$ cat config.mk
export PLATFORM = sky130hd
export DESIGN_NAME = stlb_refill
export DESIGN_NICKNAME = d
export VERILOG_FILES = /design/src/common/stlb_pkg.sv /design/src/source/stlb_refill.sv
export SDC_FILE = /design/constraint.sdc
export NUM_CORES = 1
export LEC_CHECK = 0
export BUFFER_PORTS_ARGS = -buffer_cell sky130_fd_sc_hd__buf_2
export CAP_MARGIN = 10
export CORE_AREA = 2 2 82 84
export CTS_CLUSTER_DIAMETER = 50
export DETAILED_ROUTE_END_ITERATION = 10
export DIE_AREA = 0 0 84 86
export PLACE_DENSITY = 0.61
export SLEW_MARGIN = 5
export SYNTH_ARGS = -nofsm -noshare
export SYNTH_HDL_FRONTEND = slang
export SYNTH_SLANG_ARGS = --single-unit
$ cat constraint.sdc
create_clock -name clk_i -period 1.05 [get_ports clk_i]
set_clock_uncertainty 0.2 [all_clocks]
set_input_delay 0.1575 -clock clk_i [delete_from_list [all_inputs] [get_ports clk_i]]
set_output_delay 0.1575 -clock clk_i [all_outputs]
set_load 0.03 [all_outputs]
$ cat src/common/stlb_pkg.sv
// Shared types and sizes for the second-level TLB.
// Sv39 only, no hypervisor stage, so there is one ASID and no VMID.
// 2 ways of 64 sets, indexed by VPN bits 5:0 (vaddr 17:12).
// Superpage entries still sit in the set given by their low VPN bits.

package stlb_pkg;

  localparam int unsigned VA_W      = 39;
  localparam int unsigned VPN_LVL_W = 9;
  localparam int unsigned VPN_W     = 27;
  localparam int unsigned PPN_W     = 44;
  localparam int unsigned ASID_W    = 16;
  localparam int unsigned NUM_SETS  = 64;
  localparam int unsigned IDX_W     = 6;
  localparam int unsigned NUM_WAYS  = 2;
  localparam int unsigned WAY_W     = $clog2(NUM_WAYS);
  localparam int unsigned LFSR_W    = 8;  // replacement LFSR

  // flat word for indexing, level fields for the superpage compare
  typedef union packed {
    logic [VPN_W-1:0] word;
    struct packed {
      logic [VPN_LVL_W-1:0] l2;  // gigapage level
      logic [VPN_LVL_W-1:0] l1;  // megapage level
      logic [VPN_LVL_W-1:0] l0;
    } lvl;
  } vpn_u;

  typedef struct packed {
    logic [PPN_W-1:0] ppn;
    logic             g;      // global, ASID ignored
    logic [7:0]       flags;  // d a u x w r v and spare
  } pte_t;

  typedef struct packed {
    logic [ASID_W-1:0] asid;
    vpn_u              vpn;
    logic              is_1g;
    logic              is_2m;
  } tag_t;

  // one RAM word
  typedef struct packed {
    tag_t tag;
    pte_t pte;
  } entry_t;

  typedef struct packed {
    logic              valid;
    vpn_u              vpn;
    logic [ASID_W-1:0] asid;
    logic              is_1g;
    logic              is_2m;
    pte_t              pte;
  } tlb_update_t;

  typedef struct packed {
    logic              valid;
    logic              is_itlb;  // 0 means the DTLB asked
    vpn_u              vpn;
    logic [ASID_W-1:0] asid;
  } lookup_t;

endpackage

$ cat src/source/stlb_refill.sv
// Refill path: turns the update strobe into a RAM write.
// First invalid way of the set is filled, a full set takes the LFSR way.
// Writes are dropped while flush_i is high.
// LFSR taps are fixed for an 8-bit register.

`timescale 1ns/1ps

module stlb_refill (
  input  logic                          clk_i,
  input  logic                          rst_ni,
  input  logic                          flush_i,
  input  stlb_pkg::tlb_update_t         update_i,
  input  logic [stlb_pkg::NUM_WAYS-1:0] valid_row_i,
  output logic                          wr_req_o,
  output logic [stlb_pkg::IDX_W-1:0]    wr_idx_o,
  output logic [stlb_pkg::NUM_WAYS-1:0] wr_way_o,
  output stlb_pkg::entry_t              wr_entry_o
);

  logic [stlb_pkg::LFSR_W-1:0]   lfsr_q;
  logic                          lfsr_fb;
  logic                          lfsr_step;
  logic                          all_valid;
  logic [stlb_pkg::WAY_W-1:0]    inv_way;
  logic [stlb_pkg::WAY_W-1:0]    rnd_way;
  logic [stlb_pkg::WAY_W-1:0]    repl_way;
  logic [stlb_pkg::NUM_WAYS-1:0] way_oh;

  assign all_valid = &valid_row_i;

  // lowest invalid way
  always_comb begin
    inv_way = '0;
    for (int w = stlb_pkg::NUM_WAYS - 1; w >= 0; w--) begin
      if (!valid_row_i[w]) begin
        inv_way = stlb_pkg::WAY_W'(w);
      end
    end
  end

  assign rnd_way  = lfsr_q[stlb_pkg::WAY_W-1:0];
  assign repl_way = all_valid ? rnd_way : inv_way;

  always_comb begin
    way_oh           = '0;
    way_oh[repl_way] = 1'b1;
  end

  //////////////////////////////////////////////////////////////////////
  // replacement LFSR, x^8 + x^6 + x^5 + x^4 + 1
  //////////////////////////////////////////////////////////////////////
  assign lfsr_fb   = lfsr_q[7] ^ lfsr_q[5] ^ lfsr_q[4] ^ lfsr_q[3];
  assign lfsr_step = wr_req_o & all_valid;  // only on eviction

  always_ff @(posedge clk_i or negedge rst_ni) begin
    if (!rst_ni) begin
      lfsr_q <= '1;
    end else if (lfsr_step) begin
      lfsr_q <= {lfsr_q[stlb_pkg::LFSR_W-2:0], lfsr_fb};
    end
  end

  //////////////////////////////////////////////////////////////////////
  // write request
  //////////////////////////////////////////////////////////////////////
  assign wr_req_o = update_i.valid & ~flush_i;
  assign wr_idx_o = update_i.vpn.word[stlb_pkg::IDX_W-1:0];
  assign wr_way_o = way_oh;

  assign wr_entry_o.tag.asid  = update_i.asid;
  assign wr_entry_o.tag.vpn   = update_i.vpn;
  assign wr_entry_o.tag.is_1g = update_i.is_1g;
  assign wr_entry_o.tag.is_2m = update_i.is_2m;
  assign wr_entry_o.pte       = update_i.pte;

endmodule

=== Word-level counts from Yosys, hierarchy flattened ===
Cells that the tools add are included.

* Order comparisons: 2
* Mux-type cells: 5
* Bitwise gates (word level): 6
* Reductions and logical operators: 2

{| class="wikitable"
|+ Operators by type and width
! operator !! count
|-
| 1-bit 2-to-1 mux || 4
|-
| 1-bit XOR || 3
|-
| 1-bit AND || 2
|-
| 1-bit by 2-bit < comparator with 1-bit output, second input constant || 1
|-
| 2-bit AND reduction || 1
|-
| 1-bit demux with 1-bit select || 1
|-
| 1-bit greater-or-equal comparator, second input constant || 1
|-
| 1-bit logical AND || 1
|-
| 1-bit inverter || 1
|}

* Bits in registers: 8
* Input bits: 104
* Logic and storage cells: 16

=== Logic depth before layout (Yosys ltp) ===
* Word-level depth: 7
* Gate-level depth with buffers: 4

=== Worst setup path after synthesis ===
OpenSTA, ideal clock, no wires.

* Kind: flip-flop to output port
* Start point: register lfsr_q[0] (netlist bit)
* End point: output wr_way_o[1] (netlist bit)
* Arrival time: 1.366 ns
* Required time: 0.692 ns
* Slack: -0.673 ns
* Cell stages (with the launch flop): 4
* Buffers on the path: 1
* Cells stage by stage: dfstp_2 o21ai_0 inv_1 buf_4

* Longest elaborated chain between the ends: 5
* Elaborated cells between the ends (all ways): 6

{| class="wikitable"
|+ RTL lines
! item !! line !! text
|-
| start: declaration || stlb_refill.sv:20 || <nowiki>logic [stlb_pkg::LFSR_W-1:0] lfsr_q;</nowiki>
|-
| start signal: assignment || stlb_refill.sv:59 || <nowiki>lfsr_q <= {lfsr_q[stlb_pkg::LFSR_W-2:0], lfsr_fb};</nowiki>
|-
| 1-bit 2-to-1 mux * || stlb_refill.sv:42 || <nowiki>assign repl_way = all_valid ? rnd_way : inv_way;</nowiki>
|-
| net repl_way || stlb_refill.sv:26 || <nowiki>logic [stlb_pkg::WAY_W-1:0] repl_way;</nowiki>
|-
| 1-bit by 2-bit < comparator with 1-bit output (implied by the code) / 1-bit greater-or-equal comparator (equally long branches) || stlb_refill.sv:46 || <nowiki>way_oh[repl_way] = 1'b1;</nowiki>
|-
| 1-bit logical AND (implied by the code) || stlb_refill.sv:46 ||
|-
| 1-bit 2-to-1 mux (implied by the code) || stlb_refill.sv:46 ||
|-
| 1-bit demux with 1-bit select * || stlb_refill.sv:46 ||
|-
| end: declaration || stlb_refill.sv:16 || <nowiki>output logic [stlb_pkg::NUM_WAYS-1:0] wr_way_o,</nowiki>
|}

The timed path passes the listed nets; every way through them passes the cells marked *.

=== Final worst setup path ===
* Start point: register lfsr_q[0] (netlist bit)
* End point: output wr_way_o[1] (netlist bit)

* Longest elaborated chain between the ends: 5
* Elaborated cells between the ends (all ways): 6

{| class="wikitable"
|+ RTL lines
! item !! line
|-
| 1-bit 2-to-1 mux * || stlb_refill.sv:42
|-
| 1-bit by 2-bit < comparator with 1-bit output (implied by the code) / 1-bit greater-or-equal comparator (equally long branches) || stlb_refill.sv:46
|-
| 1-bit logical AND (implied by the code) || stlb_refill.sv:46
|-
| 1-bit 2-to-1 mux (implied by the code) || stlb_refill.sv:46
|-
| 1-bit demux with 1-bit select * || stlb_refill.sv:46
|}

Every way passes the cells marked *; elsewhere a longest branch is shown, timed or not.

==> results.ini <==
[clock_network]
cts.clk_slew.worst_paths_ns = 0.04
cts_tree = yes
cts-root-buf = clkbuf_8
htreeDepth = 1
cts_buffer_depth = 2
insertion_delay_ns = 0.22
cts_num_sinks = 8
numCtsBuffers = 3

[worst_setup_path]
worstPathMaxFanout = 2
reg2reg_to = lfsr_q[0]$_DFFE_PN1P_
reg2regPathDepth = 3
r2r_setup_slack_ns = -0.11
start_kind = flop
cp.required_ns = 0.69
r2r-start = lfsr_q[3]$_DFFE_PN1P_
crit_path_end_kind = output pin
crit_arrival_ns = 1.01
crit_type = flop to output pin

[sta]
timing.final.crit_share_pct = 130
hold_viol_final = 0
tightest_slew_ns = 0.211
finalSetupViolCount = 4
period_needed_ns = 1.37
max_freq_mhz = 730
drv_slew = 0
rsz0062_at_grt = yes
maxSlewHeadroom_pct = 85.9
setup_ws_ns = -0.320

[grt]
grt_usage_pct = 4.79
grt_max_degree = 11
antenna_found_initial = 0
grt_overflow = 0
grt_pass1_wl_mm = 2.57
grt_pass1_vias = 402

[worst_hold_path]
whs_path_depth = 3
hold_start = update_i[98]
hold_path.class = input port to flop
min_to = lfsr_q[1]$_DFFE_PN1P_

[routing]
wl_mm = 1.99
m1WireLength_um = 370
drtIter0Drc = 7
vias = 385
avgRoutedWirePerCell_um = 16.5
ant_nets = 0
firstDrtPassIters = 2
wl_met3_um = 683
highest_layer = met4
drc = 0
wl_met2_um = 842
vias_per_cell = 3.18

[floorplan]
dieWidth_um = 84
die_h_um = 86
core_um2 = 6280
rows = 29
start_util_pct = 18.4
die_area_um2 = 7220
io_pins = 211

[layout]
final_cell_mix = dfstp_2, buf_2, mux2_2
area_growth_syn_to_layout_pct = -43.8
reg.largest.list = lfsr_q x8
largest_register = lfsr_q
final_common_cell = dfstp_2
drive_gt1_share_pct = 79.5
n_antenna_cell = 0
nNetsFinal = 150
fillCellCount = 710
largest_register_ff_count = 8
layout.cells.non_filler = 121

[power_and_ir_drop]
p_switching_uw = 226
power.share.switching_pct = 23.6
p_clk_share_pct = 37.3
p_leak_uw = 0.000260
ir_drop_uv = 1180
power_density_nw_per_um2 = 1480
comb_power_share_pct = 21.5
intPower_uw = 733
p_seq_share_pct = 41.2

[placement]
portBuffers = 8
pre_cts_ws_ns = -0.173
place_hpwl_mm = 1.72
gp_congestion = 0.698
dp.cells = 116

[logic_synthesis]
ys_ff_latch = 8
ys_seq_area_share_pct = 18.2
yosysWarningCount = 0
synthesis.area_um2 = 1160
synthCells = 132
synth_cell_types = 9
syn_avg_cell_area_um2 = 8.76
synth_fp_nets = 236

[status]
outcome = complete, but fails checks
violations = setup timing

[run]
drv_cap = 0

how the worst max path moves through the flow:
stage                                     start           to  slack (ns)
after floorplan           lfsr_q[0]$_DFFE_PN1P_  wr_way_o[1]       -0.14
after global placement    lfsr_q[0]$_DFFE_PN1P_  wr_way_o[1]       -0.15
after detailed placement  lfsr_q[0]$_DFFE_PN1P_  wr_way_o[1]       -0.17
after CTS                 lfsr_q[0]$_DFFE_PN1P_  wr_way_o[1]       -0.34
after global routing      lfsr_q[0]$_DFFE_PN1P_  wr_way_o[1]       -0.37
final                     lfsr_q[0]$_DFFE_PN1P_  wr_way_o[1]       -0.32
power by group through the flow:
stage	Clock, uW	Sequential (uW)	Combinational, uW
finish	358	395	206
global route	395	401	223
CTS	369	395	183
detailed placement	0	395	162
global placement	0	391	162
floorplan	0	390	841
final cells by class:
class                   count  area (um2)  share of cell area [%]
multi-input cells          16         176                    27.2
clock buffers               3        41.3                    6.36
flip-flops and latches      8         210                    32.4
repair buffers             14         114                    17.5
well taps                  77        96.3                    14.8
inverters                   3        11.3                    1.73
synthesized netlist by cell type:
master,number,area share (%)
buf_4,105,68
dfstp_2,8,18
mux2_2,6,5.8
inv_1,3,0.97
o21ai_0,3,1.3
xnor2_1,3,2.3
nand2_1,2,0.65
nand4b_4,1,2.1
nor2b_1,1,0.54
kinds of logic after synthesis:
group,count (synthesis),synth area share (%)
AOI/OAI and AO/OA,3,1.30
xor gates and xnor gates,3,2.27
buffers and inverters,108,69.2
DFF,8,18.2
muxes,6,5.84
and+or+nand+nor,4,3.25
layer usage:
| layer | GRT usage, % | up-vias |
|---|---|---|
| met5 | 0 | - |
| met4 | 3.81 | 0 |
| met3 | 8.37 | 16 |
| met2 | 6.55 | 89 |
| met1 | 2.02 | 156 |
| li1 | - | 124 |
per-stage QoR:
stage	TNS, ns	util [%]	cell area [um2]	hold WS (ns)	power, uW
after floorplan	-0.210	-	1170	-0.190	1230
after global placement	-0.713	8.89	558	0.0223	553
after detailed placement	-0.849	8.89	558	0.0203	557
after CTS	-0.807	9.99	627	0.0925	947
after global routing	-1.02	10.3	649	0.109	1020
final	-0.846	10.3	649	0.103	959
repair_timing:
item	CTS	global route
hold buffers	1	0
buffers inserted	0	1
resized for setup	6	4
hold endpoints to repair	8	0
setup endpoints to repair	4	6
gates cloned	0	0
pin swaps	1	1
worst max-delay path: stages, from the launching register on:
cell and delay (ns):
dfstp_2 0.55, o21ai_4 0.06, inv_2 0.06, buf_6 0.12
Power figures use the tool's default switching activity.
