## src/common/stlb_pkg.sv

```systemverilog
// Shared types and sizes for the second-level TLB.
// Sv39 only, no hypervisor stage, so there is one ASID and no VMID.
// 2 ways of 64 sets, indexed by VPN bits 5:0 (vaddr 17:12).
// Superpage entries still sit in the set given by their low VPN bits.

package stlb_pkg;

  localparam int unsigned VA_W      = 39;
  localparam int unsigned VPN_LVL_W = 9;
  localparam int unsigned VPN_W     = 27;
  localparam int unsigned PPN_W     = 44;
  localparam int unsigned ASID_W    = 16;
  localparam int unsigned NUM_SETS  = 64;
  localparam int unsigned IDX_W     = 6;
  localparam int unsigned NUM_WAYS  = 2;
  localparam int unsigned WAY_W     = $clog2(NUM_WAYS);
  localparam int unsigned LFSR_W    = 8;  // replacement LFSR

  // flat word for indexing, level fields for the superpage compare
  typedef union packed {
    logic [VPN_W-1:0] word;
    struct packed {
      logic [VPN_LVL_W-1:0] l2;  // gigapage level
      logic [VPN_LVL_W-1:0] l1;  // megapage level
      logic [VPN_LVL_W-1:0] l0;
    } lvl;
  } vpn_u;

  typedef struct packed {
    logic [PPN_W-1:0] ppn;
    logic             g;      // global, ASID ignored
    logic [7:0]       flags;  // d a u x w r v and spare
  } pte_t;

  typedef struct packed {
    logic [ASID_W-1:0] asid;
    vpn_u              vpn;
    logic              is_1g;
    logic              is_2m;
  } tag_t;

  // one RAM word
  typedef struct packed {
    tag_t tag;
    pte_t pte;
  } entry_t;

  typedef struct packed {
    logic              valid;
    vpn_u              vpn;
    logic [ASID_W-1:0] asid;
    logic              is_1g;
    logic              is_2m;
    pte_t              pte;
  } tlb_update_t;

  typedef struct packed {
    logic              valid;
    logic              is_itlb;  // 0 means the DTLB asked
    vpn_u              vpn;
    logic [ASID_W-1:0] asid;
  } lookup_t;

endpackage

```

## src/source/stlb_tag_match.sv

```systemverilog
// Match stage, purely combinational on the registered RAM read.
// ASID is ignored for global PTEs. Superpages skip the lower VPN levels.
// The lowest hitting way wins when more than one way matches.

`timescale 1ns/1ps

module stlb_tag_match (
  input  stlb_pkg::lookup_t                          pending_i,
  input  stlb_pkg::entry_t [stlb_pkg::NUM_WAYS-1:0]  rd_entry_i,
  input  logic [stlb_pkg::NUM_WAYS-1:0]              rd_valid_i,
  output logic                                       hit_o,
  output stlb_pkg::tlb_update_t                      itlb_update_o,
  output stlb_pkg::tlb_update_t                      dtlb_update_o
);

  logic [stlb_pkg::NUM_WAYS-1:0] asid_ok;
  logic [stlb_pkg::NUM_WAYS-1:0] lvl2_ok;
  logic [stlb_pkg::NUM_WAYS-1:0] lvl1_ok;
  logic [stlb_pkg::NUM_WAYS-1:0] lvl0_ok;
  logic [stlb_pkg::NUM_WAYS-1:0] way_hit;
  stlb_pkg::entry_t              hit_entry;
  stlb_pkg::tlb_update_t         upd;

  //////////////////////////////////////////////////////////////////////
  // per-way compare
  //////////////////////////////////////////////////////////////////////
  for (genvar w = 0; w < stlb_pkg::NUM_WAYS; w++) begin : gen_way
    assign asid_ok[w] = (rd_entry_i[w].tag.asid == pending_i.asid) | rd_entry_i[w].pte.g;
    assign lvl2_ok[w] = rd_entry_i[w].tag.vpn.lvl.l2 == pending_i.vpn.lvl.l2;
    assign lvl1_ok[w] = rd_entry_i[w].tag.is_1g |
                        (rd_entry_i[w].tag.vpn.lvl.l1 == pending_i.vpn.lvl.l1);
    assign lvl0_ok[w] = rd_entry_i[w].tag.is_1g | rd_entry_i[w].tag.is_2m |
                        (rd_entry_i[w].tag.vpn.lvl.l0 == pending_i.vpn.lvl.l0);
    assign way_hit[w] = pending_i.valid & rd_valid_i[w] & asid_ok[w] &
                        lvl2_ok[w] & lvl1_ok[w] & lvl0_ok[w];
  end

  assign hit_o = |way_hit;

  // walk down so the lowest way is taken last
  always_comb begin
    hit_entry = rd_entry_i[0];
    for (int w = stlb_pkg::NUM_WAYS - 1; w >= 0; w--) begin
      if (way_hit[w]) begin
        hit_entry = rd_entry_i[w];
      end
    end
  end

  //////////////////////////////////////////////////////////////////////
  // update word
  //////////////////////////////////////////////////////////////////////
  always_comb begin
    upd = '0;
    if (hit_o) begin
      upd.valid = 1'b1;
      upd.vpn   = pending_i.vpn;   // requested vpn, not the stored one
      upd.asid  = pending_i.asid;
      upd.is_1g = hit_entry.tag.is_1g;
      upd.is_2m = hit_entry.tag.is_2m;
      upd.pte   = hit_entry.pte;
    end
  end

  always_comb begin
    itlb_update_o = '0;
    dtlb_update_o = '0;
    if (pending_i.is_itlb) begin
      itlb_update_o = upd;
    end else begin
      dtlb_update_o = upd;
    end
  end

endmodule

```

## config.mk

```make
export PLATFORM = sky130hd
export DESIGN_NAME = stlb_tag_match
export DESIGN_NICKNAME = d
export VERILOG_FILES = /design/src/common/stlb_pkg.sv /design/src/source/stlb_tag_match.sv
export SDC_FILE = /design/constraint.sdc
export NUM_CORES = 1
export LEC_CHECK = 0
export BUFFER_PORTS_ARGS = -buffer_cell sky130_fd_sc_hd__clkbuf_2
export CAP_MARGIN = 20
export CORE_AREA = 3 3 169 171
export DETAILED_ROUTE_END_ITERATION = 12
export DIE_AREA = 0 0 172 174
export GPL_ROUTABILITY_DRIVEN = 0
export PLACE_DENSITY = 0.46
export SLEW_MARGIN = 20
export SYNTH_ARGS = -nofsm -noshare
export SYNTH_HDL_FRONTEND = slang
export SYNTH_SLANG_ARGS = --single-unit
```

## constraint.sdc

```tcl
create_clock -name vclk -period 6.18
set_clock_uncertainty 0.15 [all_clocks]
set_input_delay 0.309 -clock vclk [all_inputs]
set_output_delay 0.309 -clock vclk [all_outputs]
set_load 0.02 [all_outputs]
```

# After elaboration in Yosys (flattened, before gate mapping)
# Cells that the tools add are included.
# totals
register_bits	0
word_cells	32
in_bits	243
out_inout_bits	199
# classes
eq_ne	8
bitwise	18
n_reduce_logical	1
n_mux	5
# op_table
operator	count
$mux 99	3
$mux 55	2
$eq 9x9->1	6
$eq 16x16->1	2
$and 1x1->1	10
$or 1x1->1	8
$reduce_or 2->1	1

# Longest topological paths before layout
# Gate-level depths: netlist of run 1.
# depth
word_depth	10
mapped_depth	9
ltp_nobuf	6

# Worst setup path after synthesis of run 1
# OpenSTA, ideal clock, no wires.
# synth_timing
kind	input to output
start	in rd_entry_i[76] in the netlist's numbering
end	out itlb_update_o[16] in the netlist's numbering
slack_ps	3238
arrival_ps	2483
required_ps	5721
path_buffers	3
cell_stages	9
cell_sequence	xnor2_1 nand4_1 or4_1 or4_1 buf_6 buf_12 buf_6 mux2i_1 nor2b_1
# synth_rtl
element	line_no	text
start: declaration	stlb_tag_match.sv:9	input stlb_pkg::entry_t [stlb_pkg::NUM_WAYS-1:0] rd_entry_i,
end: declaration	stlb_tag_match.sv:12	output stlb_pkg::tlb_update_t itlb_update_o,

==> impl_results.md, run 1 <==
* Layout cells sized above 1 at 0.494
* Yosys Warn Count at 0
* Pwr Density at 35.5 mW/mm2
* Outcome: finished clean
* Max VDD drop at 28.3 uV
* RSZ-0062 raised after global routing: no
* Setup CP Type: input port to output pin
* Filler cells at slightly above 3k
* FMAX at roughly 240 MHz
* Part of the power in the clock network at 0
* DRT Pass-1 Iters at 4
* GRT overflow at 0
* Register area share after synthesis at 0
* Post-DP HPWL at about 17 mm
* Final ANT Viol Nets at 0
* Wire per inst at approximately 16 um
* Internal power at approximately 0.096 mW
* Top Metal Used: met5
* Gate Count Post-Synth at 542
* Max Cap Viol at 0
* Logic gate share of total power at 1.000
* Syn Nets at just under 800
* Max-Slew Margin vs Limit at 0.347
* Setup TNS at 0 ns
* Distinct cell type count after synthesis at 25
* N_diodes at 0
* GR Util All Layers at 0.125
* Initial antenna violation count at 1
* FF+latch area at 0 um2
* Worst-Margin Slew at 0.979 ns
* First-pass GRT wire length at 29.8 mm
* Max Slew Vio Count at 0
* Hold depth at 4
* Post-synthesis adder-cell area fraction at 0
* Worst Path Arrival at 3.63 ns
* I/O pin total at 442
* Via density at about 4.2
* Port Buffers at 442
* Worst min-delay path startpoint: rd_entry_i[25]
* Post-CTS Resized at 0
* Final hold violations at 0
* Final min period at 4.09 ns
* Switching Fraction at 0.563
* Die X at roughly 170 um
* Power, Total at 0.219 mW
* Initial core utilization at 0.135
* Chip height at 174 um
* Largest net degree at the start of global routing at 113
* CP startpoint kind: input port
* Multi-input logic area at around 0.0034 mm2
* Metal2 WL at ~11 mm
* Synth-to-Final Area Change at 68.5%
* FFs & Latches at 0
* Worst Hold End: dtlb_update_o[25]
* Placeable Area at 0.0270 mm2
* Syn_area_per_cell at 6.73 um2
* Hold/Removal Path Class: input port to output pin
* Total setup buffers inserted after CTS at 0
* Met3 wire len at 1.53 mm
* Final Setup Violations at 0
* Vias in the first global route at a little over 5k
* CLK BUF at 0
* Hold-fix buffers, CTS at 0
* Inst Count DP at roughly 1.3k
* # rows at 60
* Routed via count at 5363
* Post-synthesis compound-gate area fraction at 0.0285
* Full die area at 0.0299 mm2
* Flop pwr share at 0
* Routed met1 length at ~8.4 mm
* Cell Area, Synth at 0.00365 mm2
* Remaining DRCs at 0
* Critical path data required time at about 5.7 ns
* Hold_ws at 0.864 ns
* Final net count at 1179
* LEAKAGE at 3.41 nW
* Tcrit/Tclk final at 0.662
* Xor/xnor share of the synthesized area at 0.206
* Crit path capture type: output pin
* Non-filler instance count after layout at approximately 1.3k
* Largest family of logic cells by synthesized area: simple AND/OR/NAND/NOR gates
* NetSw at 0.123 mW
* Critical path fanouts, max at 55
* Simple-Gate Fraction of Synth Area at 0.538
* DRT iter0 DRCs at 162
* Final wirelength at ~21 mm
* Post-synthesis mux area share at 0.148
-- worst max path at each step --
stage / cells after the start / from / end
6_report: 9 / pending_i[8] / dtlb_update_o[90]
3_5_place_dp: 9 / pending_i[34] / itlb_update_o[7]
4_1_cts: 9 / pending_i[34] / itlb_update_o[7]
2_1_floorplan: 9 / rd_entry_i[76] / itlb_update_o[16]
3_3_place_gp: 9 / pending_i[34] / itlb_update_o[7]
5_1_grt: 9 / pending_i[8] / dtlb_update_o[90]
-- logic make-up (layout without fill, tap and decap cells) --
group,after synthesis,in the layout
XOR/XNOR,86,86
AND/OR/NAND/NOR,333,333
buffers and inverters,60,452
multiplexers,54,54
AO/OA/AOI/OAI,9,9
-- Yosys cell counts --
| cell type | n | area share |
|---|---|---|
| nor2b_1 | 55 | 0.094 |
| a311oi_1 | 2 | 0.0048 |
| buf_6 | 5 | 0.015 |
| a32oi_2 | 1 | 0.0045 |
| or4_1 | 2 | 0.0041 |
| nand3_1 | 1 | 0.0014 |
| and3_1 | 1 | 0.0017 |
| nand4_1 | 54 | 0.093 |
| a41oi_1 | 4 | 0.0096 |
| and2_1 | 86 | 0.15 |
| nor4_1 | 66 | 0.11 |
| buf_12 | 1 | 0.0055 |
| or4_4 | 1 | 0.0031 |
| nand2_1 | 2 | 0.0021 |
| inv_1 | 2 | 0.0021 |
| xnor2_1 | 13 | 0.031 |
| nor4_4 | 2 | 0.012 |
| xor2_1 | 73 | 0.18 |
| nor3_1 | 4 | 0.0055 |
| buf_2 | 9 | 0.012 |
| a21oi_4 | 1 | 0.0045 |
| clkbuf_1 | 43 | 0.044 |
| a21boi_4 | 1 | 0.0051 |
| nor2_1 | 59 | 0.061 |
| mux2i_1 | 54 | 0.15 |
-- final cells by class --
class                           instances  area share
Inverter                                2     0.00122
Multi-Input combinational cell        482       0.556
Tap cell                              341      0.0694
Timing Repair Buffer                  450       0.373
-- power by group through the flow --
stage,clock (mW),sequential (mW),combinational [mW]
after floorplan,0,0,0.0899
after global placement,0,0,0.218
after detailed placement,0,0,0.218
after CTS,0,0,0.220
after global routing,0,0,0.239
final,0,0,0.219
-- critical path, cell delays in order --
cell and delay, ns:
clkbuf_2 0.15, xor2_1 0.18, nor4_1 0.64, a41oi_4 0.16, buf_4 0.35, or4_4 0.64, a21oi_4 0.77, and2_1 0.23
clkbuf_2 0.17
-- routing by layer --
layer | global-route usage | vias to the layer above
li1 | - | 2709
met1 | 0.152 | 2397
met2 | 0.241 | 247
met3 | 0.0155 | 8
met4 | 0.00632 | 2
met5 | 0 | -
-- cells in the final DEF, fill, tap and decap left out, types with 2 or more instances in the layout --
cell type	Yosys	layout
xor2_1	73	73
mux2i_1	54	54
nand2_1	2	2
or4_4	1	2
a41oi_1	4	2
nor3_1	4	4
nand4_1	54	54
inv_1	2	2
nor4_1	66	66
nor2b_1	55	55
buf_4	0	8
xnor2_1	13	13
a41oi_4	0	2
clkbuf_2	0	441
nor4_4	2	2
nor2_1	59	59
and2_1	86	86
-- per-stage QoR --
stage,utilization,area (um2),setup WS [ns]
after floorplan,-,3650,3.24
after CTS,0.226,6120,2.01
after global placement,0.226,6120,2.00
final,0.228,6150,2.09
after detailed placement,0.226,6120,2.01
after global routing,0.228,6150,1.91
(Power assumes the default switching activity.)
==> inputs of run 2 (changes only) <==
CORE_AREA = 3 3 168 170   (was 3 3 169 171)
DIE_AREA = 0 0 171 173   (was 0 0 172 174)
clock period = 4.11 ns   (was 6.18 ns; I/O delays follow)
==> run 2 against run 1 <==
  * Setup slack got worse by 1.2 ns
  * Sequential share of layout area did not move
  * Highest routed layer is now met4
  * Cell count rose by 0.31%
  * Final area rose by 0.28%
  * First-iteration DRC count fell by 4.3%
  * Clock-buffer cell count did not move
  * Largest power group unchanged
  * Utilization rose by 0.19 points
  * Critical endpoint is now dtlb_update_o[89]
  * Non-clock buffer count rose by 3
  * Die area fell by 1.2%
==> impl_results.md, run 2 (synthesis gave the netlist of run 1 again) <==
* Chip height at 173 um (was 174 um)
* Final net count at 1182 (was 1179)
* Pwr Density at 53.6 mW/mm2 (was 35.5 mW/mm2)
* Setup CP Type: input port to output pin (unchanged)
* Final Setup Violations at 0 (unchanged)
* Routed via count at 5437 (was 5363)
* Outcome: finished clean (unchanged)
* DRT Pass-1 Iters at 4 (unchanged)
* Most common cell after layout, fill and taps aside: clkbuf_2 (unchanged)
* Place WS at 0.880 ns (was 2.01 ns)
* Final min period at 3.21 ns
* Initial core utilization at 0.136 (was 0.135)
* FFs & Latches at 0 (unchanged)
* Remaining DRCs at 0 (unchanged)
* Power, Total at 0.331 mW (was 0.219 mW)
* Die X at 171 um (was 172 um)
* Largest net degree at the start of global routing at 65 (was 113)
* Max Slew Vio Count at 0 (unchanged)
* Initial antenna violation count at 1 (unchanged)
* Post-DP HPWL at 17.6 mm (was 17.2 mm)
* # rows at 60 (unchanged)
* Most frequent cells in the layout: clkbuf_2 (441), and2_1 (86), xor2_1 (73) (unchanged)
* Critical path data required time at 3.75 ns (was 5.72 ns)
* Hold_ws at 0.654 ns (was 0.864 ns)
* Non-filler instance count after layout at 1279 (was 1275)
* Cell area after layout at 0.00617 mm2 (was 0.00615 mm2)
* Max-Slew Margin vs Limit at 0.525 (was 0.347)
* Full die area at 0.0296 mm2 (was 0.0299 mm2)
* FF+latch area at 0 um2 (unchanged)
* Final worst setup slack at 0.898 ns (was 2.09 ns)
* Inst Count DP at 1278 (was 1274)
* RSZ-0062 raised after global routing: no (unchanged)
* Via density at 4.25 (was 4.21)
* I/O pin total at 442 (unchanged)
* Crit path capture type: output pin (unchanged)
* Synth-to-Final Area Change at 68.9% (was 68.5%)
* Final wirelength at 21.0 mm (was 20.8 mm)
* Layout cells sized above 1 at 0.495 (was 0.494)
* FMAX at 311 MHz
* Final hold violations at 0 (unchanged)
* Hold/Removal Path Class: input port to output pin (unchanged)
* CLK BUF at 0 (unchanged)
* Port Buffers at 442 (unchanged)
* Wire per inst at 16.4 um (was 16.3 um)
* Critical path fanouts, max at 44 (was 55)
* Post-CTS Resized at 0 (unchanged)
* Total setup buffers inserted after CTS at 0 (unchanged)
* Filler cells at 3097 (was 3079)
* Placed Area at 0.00616 mm2 (was 0.00612 mm2)
* Vias in the first global route at 5456 (was 5075)
* Worst Path Arrival at 2.86 ns (was 3.63 ns)
* Worst-Margin Slew at 0.706 ns (was 0.979 ns)
* LEAKAGE at 3.43 nW (was 3.41 nW)
* Placeable Area at 0.0269 mm2 (was 0.0270 mm2)
* Max Cap Viol at 0 (unchanged)
* Hold-fix buffers, CTS at 0 (unchanged)
* Final ANT Viol Nets at 0 (unchanged)
* Setup TNS at 0 ns (unchanged)
* Post-layout util at 0.229 (was 0.228)
* First-pass GRT wire length at 31.1 mm (was 29.8 mm)
* GR Util All Layers at 0.129 (was 0.125)
* CP startpoint kind: input port (unchanged)
* Max VDD drop at 69.7 uV (was 28.3 uV)
* DRT iter0 DRCs at 155 (was 162)
* GRT overflow at 0 (unchanged)
* Tcrit/Tclk final at 0.782
run 2: cell count changes in the layout (fill, tap and decap cells not counted):
| cell | change |
|---|---|
| buf_4 | +3 |
| buf_12 | +1 |
| diode_2 | +1 |
| buf_16 | -1 |
run 2: per-layer routing:
metal | vias to the layer above | share of wire | GRT usage
met5 | - | 0 | 0
met4 | 0 | 0.0088 | 0.0101
met3 | 12 | 0.074 | 0.0203
met2 | 233 | 0.51 | 0.244
met1 | 2483 | 0.41 | 0.158
li1 | 2709 | - | -
run 2: cell type report:
| type | count | area [um2] | area share |
|---|---|---|---|
| diodes | 1 | 2.50 | 0.000406 |
| inverters | 2 | 7.51 | 0.00122 |
| multi-input cells | 482 | 3420 | 0.555 |
| well taps | 341 | 427 | 0.0692 |
| repair buffers | 453 | 2310 | 0.375 |
run 2: worst paths after layout:
check	slack, ns	depth (start not counted)	startpoint	end
setup / recovery	0.90	9	pending_i[34]	dtlb_update_o[89]
hold / removal	0.65	4	rd_entry_i[2]	dtlb_update_o[2]
run 2: worst max-delay path: stages:
cell and delay (ns):
clkbuf_2 0.17, xnor2_1 0.14, nand4_1 0.09, or4_1 0.68, or4_4 0.67, a21oi_4 0.14, buf_4 0.36, and2_1 0.20
clkbuf_2 0.17
run 2: report_power, final:
part	internal (mW)	switching [mW]	total (mW)
clock network	0.0000000326	0	0.0000000326
registers	0	0	0
logic	0.144	0.187	0.331
==> inputs of run 3 (changes only) <==
clock period = 3.3 ns   (was 4.11 ns; I/O delays follow)
==> run 3 against run 2 <==
  * Routed wire length is 0.25% higher
  * First-iteration DRC count is 14% higher
  * Non-clock buffer count is 6 higher
  * Utilization is 0.26 points higher
  * Sequential cell count stayed put
  * Critical path type unchanged
  * Largest power group unchanged
==> impl_results.md, run 3 (synthesis gave the netlist of run 1 again) <==
* CLK BUF at 0 (unchanged)
* DRT Pass-1 Iters at 5 (was 4)
* Hold/Removal Path Class: input port to output pin (unchanged)
* FF+latch area at 0 um2 (unchanged)
* Final min period at 3.01 ns
* Crit path capture type: output pin (unchanged)
* Max Slew Vio Count at 0 (unchanged)
* Final wirelength at 21.1 mm (was 21.0 mm)
* RSZ-0062 raised after global routing: no (unchanged)
* Outcome: finished clean (unchanged)
* Final Setup Violations at 0 (unchanged)
* Synth-to-Final Area Change at 70.9% (was 68.9%)
* Initial core utilization at 0.136 (unchanged)
* Setup CP Type: input port to output pin (unchanged)
* Setup TNS at 0 ns (unchanged)
* Largest net degree at the start of global routing at 68 (was 65)
* Final net count at 1188 (was 1182)
* Max Cap Viol at 0 (unchanged)
* Met2 GRT Util at 0.241 (was 0.244)
* Post-DP HPWL at 18.0 mm (was 17.6 mm)
* Final hold violations at 0 (unchanged)
* Met1 usage at 0.156 (was 0.158)
* Initial antenna violation count at 1 (unchanged)
* Chip height at 173 um (unchanged)
* Full die area at 0.0296 mm2 (unchanged)
* CP max-delay cell: nor4_1 (was or4_1)
* GR Util All Layers at 0.129 (about the same)
* I/O pin total at 442 (unchanged)
* Critical path data required time at 2.98 ns (was 3.75 ns)
* Tcrit/Tclk final at 0.913
* Filler cells at 3095 (was 3097)
* Total setup buffers inserted after CTS at 0 (unchanged)
* Layout cells sized above 1 at 0.498 (was 0.495)
* Via density at 4.29 (was 4.25)
* LEAKAGE at 3.47 nW (was 3.43 nW)
* First-pass GRT wire length at 30.6 mm (was 31.1 mm)
* Pwr Density at 66.1 mW/mm2 (was 53.6 mW/mm2)
* CP bufs+invs at 3 (unchanged)
* Routed via count at 5513 (was 5437)
* Crit path largest cell delay at 0.62 ns (was 0.68 ns)
* GR peak layer: met2 (unchanged)
* Port Buffers at 442 (unchanged)
* Most frequent cells in the layout: clkbuf_2 (441), and2_1 (86), xor2_1 (73) (unchanged)
* Worst Path Arrival at 2.70 ns (was 2.86 ns)
* Hold-fix buffers, CTS at 0 (unchanged)
* Worst min-delay path startpoint: rd_entry_i[25] (was rd_entry_i[2])
* Met3 GRT Util at 0.0197 (was 0.0203)
* DRT iter0 DRCs at 176 (was 155)
* Worst-Margin Slew at 0.645 ns (was 0.706 ns)
* Final ANT Viol Nets at 0 (unchanged)
* Post-CTS Resized at 0 (unchanged)
* FMAX at 332 MHz
* Max-Slew Margin vs Limit at 0.566 (was 0.525)
* Switching Fraction at 0.558 (was 0.564)
* Die X at 171 um (unchanged)
* Wire per inst at 16.4 um (about the same)
* Hold depth at 4 (unchanged)
* Part of the power in the clock network at 0 (about the same)
* Max VDD drop at 50.4 uV (was 69.7 uV)
* Critical path fanouts, max at 54 (was 44)
* FFs & Latches at 0 (unchanged)
* NetSw at 0.230 mW (was 0.187 mW)
* Most common cell after layout, fill and taps aside: clkbuf_2 (unchanged)
* CP Cell Sequence: clkbuf_2, xor2_1, nor4_1, a41oi_4, buf_4, nor4_1, mux2i_1, nor2b_1, clkbuf_2 (was clkbuf_2, xnor2_1, nand4_1, or4_1, or4_4, a21oi_4, buf_4, and2_1, clkbuf_2)
* CP startpoint kind: input port (unchanged)
* Place WS at 0.280 ns (was 0.880 ns)
* Logic gate share of total power at 1.000 (about the same)
* Remaining DRCs at 0 (unchanged)
* Internal power at 0.182 mW (was 0.144 mW)
* Multi-input logic area at 0.00342 mm2 (unchanged)
* # rows at 60 (unchanged)
* Placeable Area at 0.0269 mm2 (unchanged)
* Vias in the first global route at 5365 (was 5456)
* Flop pwr share at 0 (about the same)
* GRT overflow at 0 (unchanged)
* Final worst setup slack at 0.287 ns (was 0.898 ns)
* CP top delay family: simple AND/OR/NAND/NOR gates (unchanged)
* Worst Hold End: dtlb_update_o[25] (was dtlb_update_o[2])
run 3: cell count changes in the layout (fill, tap and decap cells not counted):
cell | before | now
buf_12 | 1 | 3
buf_4 | 11 | 15
run 3: worst max-delay path by stage:
stage | startpoint | end | slack, ns | cells after the start
2_1_floorplan | rd_entry_i[76] | itlb_update_o[16] | 0.65 | 9
3_3_place_gp | pending_i[8] | dtlb_update_o[44] | 0.23 | 10
3_5_place_dp | pending_i[34] | dtlb_update_o[6] | 0.28 | 9
4_1_cts | pending_i[34] | dtlb_update_o[6] | 0.28 | 9
5_1_grt | pending_i[34] | itlb_update_o[95] | 0.19 | 9
6_report | pending_i[15] | itlb_update_o[9] | 0.29 | 9
run 3: per-layer routing:
layer | wire (um) | share of wire | up-vias
met5 | 0 | 0 | -
met4 | 384 | 0.018 | 0
met3 | 1410 | 0.067 | 32
met2 | 10700 | 0.51 | 254
met1 | 8540 | 0.41 | 2500
li1 | - | - | 2727
run 3: cell type report:
| type | instances | area share |
|---|---|---|
| Multi-Input combinational cell | 482 | 0.548 |
| Antenna cell | 1 | 0.000401 |
| Inverter | 2 | 0.00120 |
| Tap cell | 341 | 0.0684 |
| Timing Repair Buffer | 459 | 0.382 |
run 3: power groups by stage:
stage          Sequential [mW]    Clock [mW]  Combinational (mW)
3_5_place_dp                 0             0               0.414
4_1_cts                      0             0               0.417
2_1_floorplan                0             0               0.168
3_3_place_gp                 0             0               0.412
5_1_grt                      0             0               0.450
6_report                     0  0.0000000407               0.412
run 3: metrics by stage:
stage | area (um2) | cells | hold WS [ns] | util | power (mW)
global placement | 6230 | 1284 | 0.576 | 0.232 | 0.412
floorplan | 3650 | 542 | 0.363 | - | 0.168
finish | 6240 | 1285 | 0.576 | 0.232 | 0.412
CTS | 6230 | 1284 | 0.578 | 0.232 | 0.417
detailed placement | 6230 | 1284 | 0.575 | 0.232 | 0.414
global route | 6230 | 1284 | 0.591 | 0.232 | 0.450
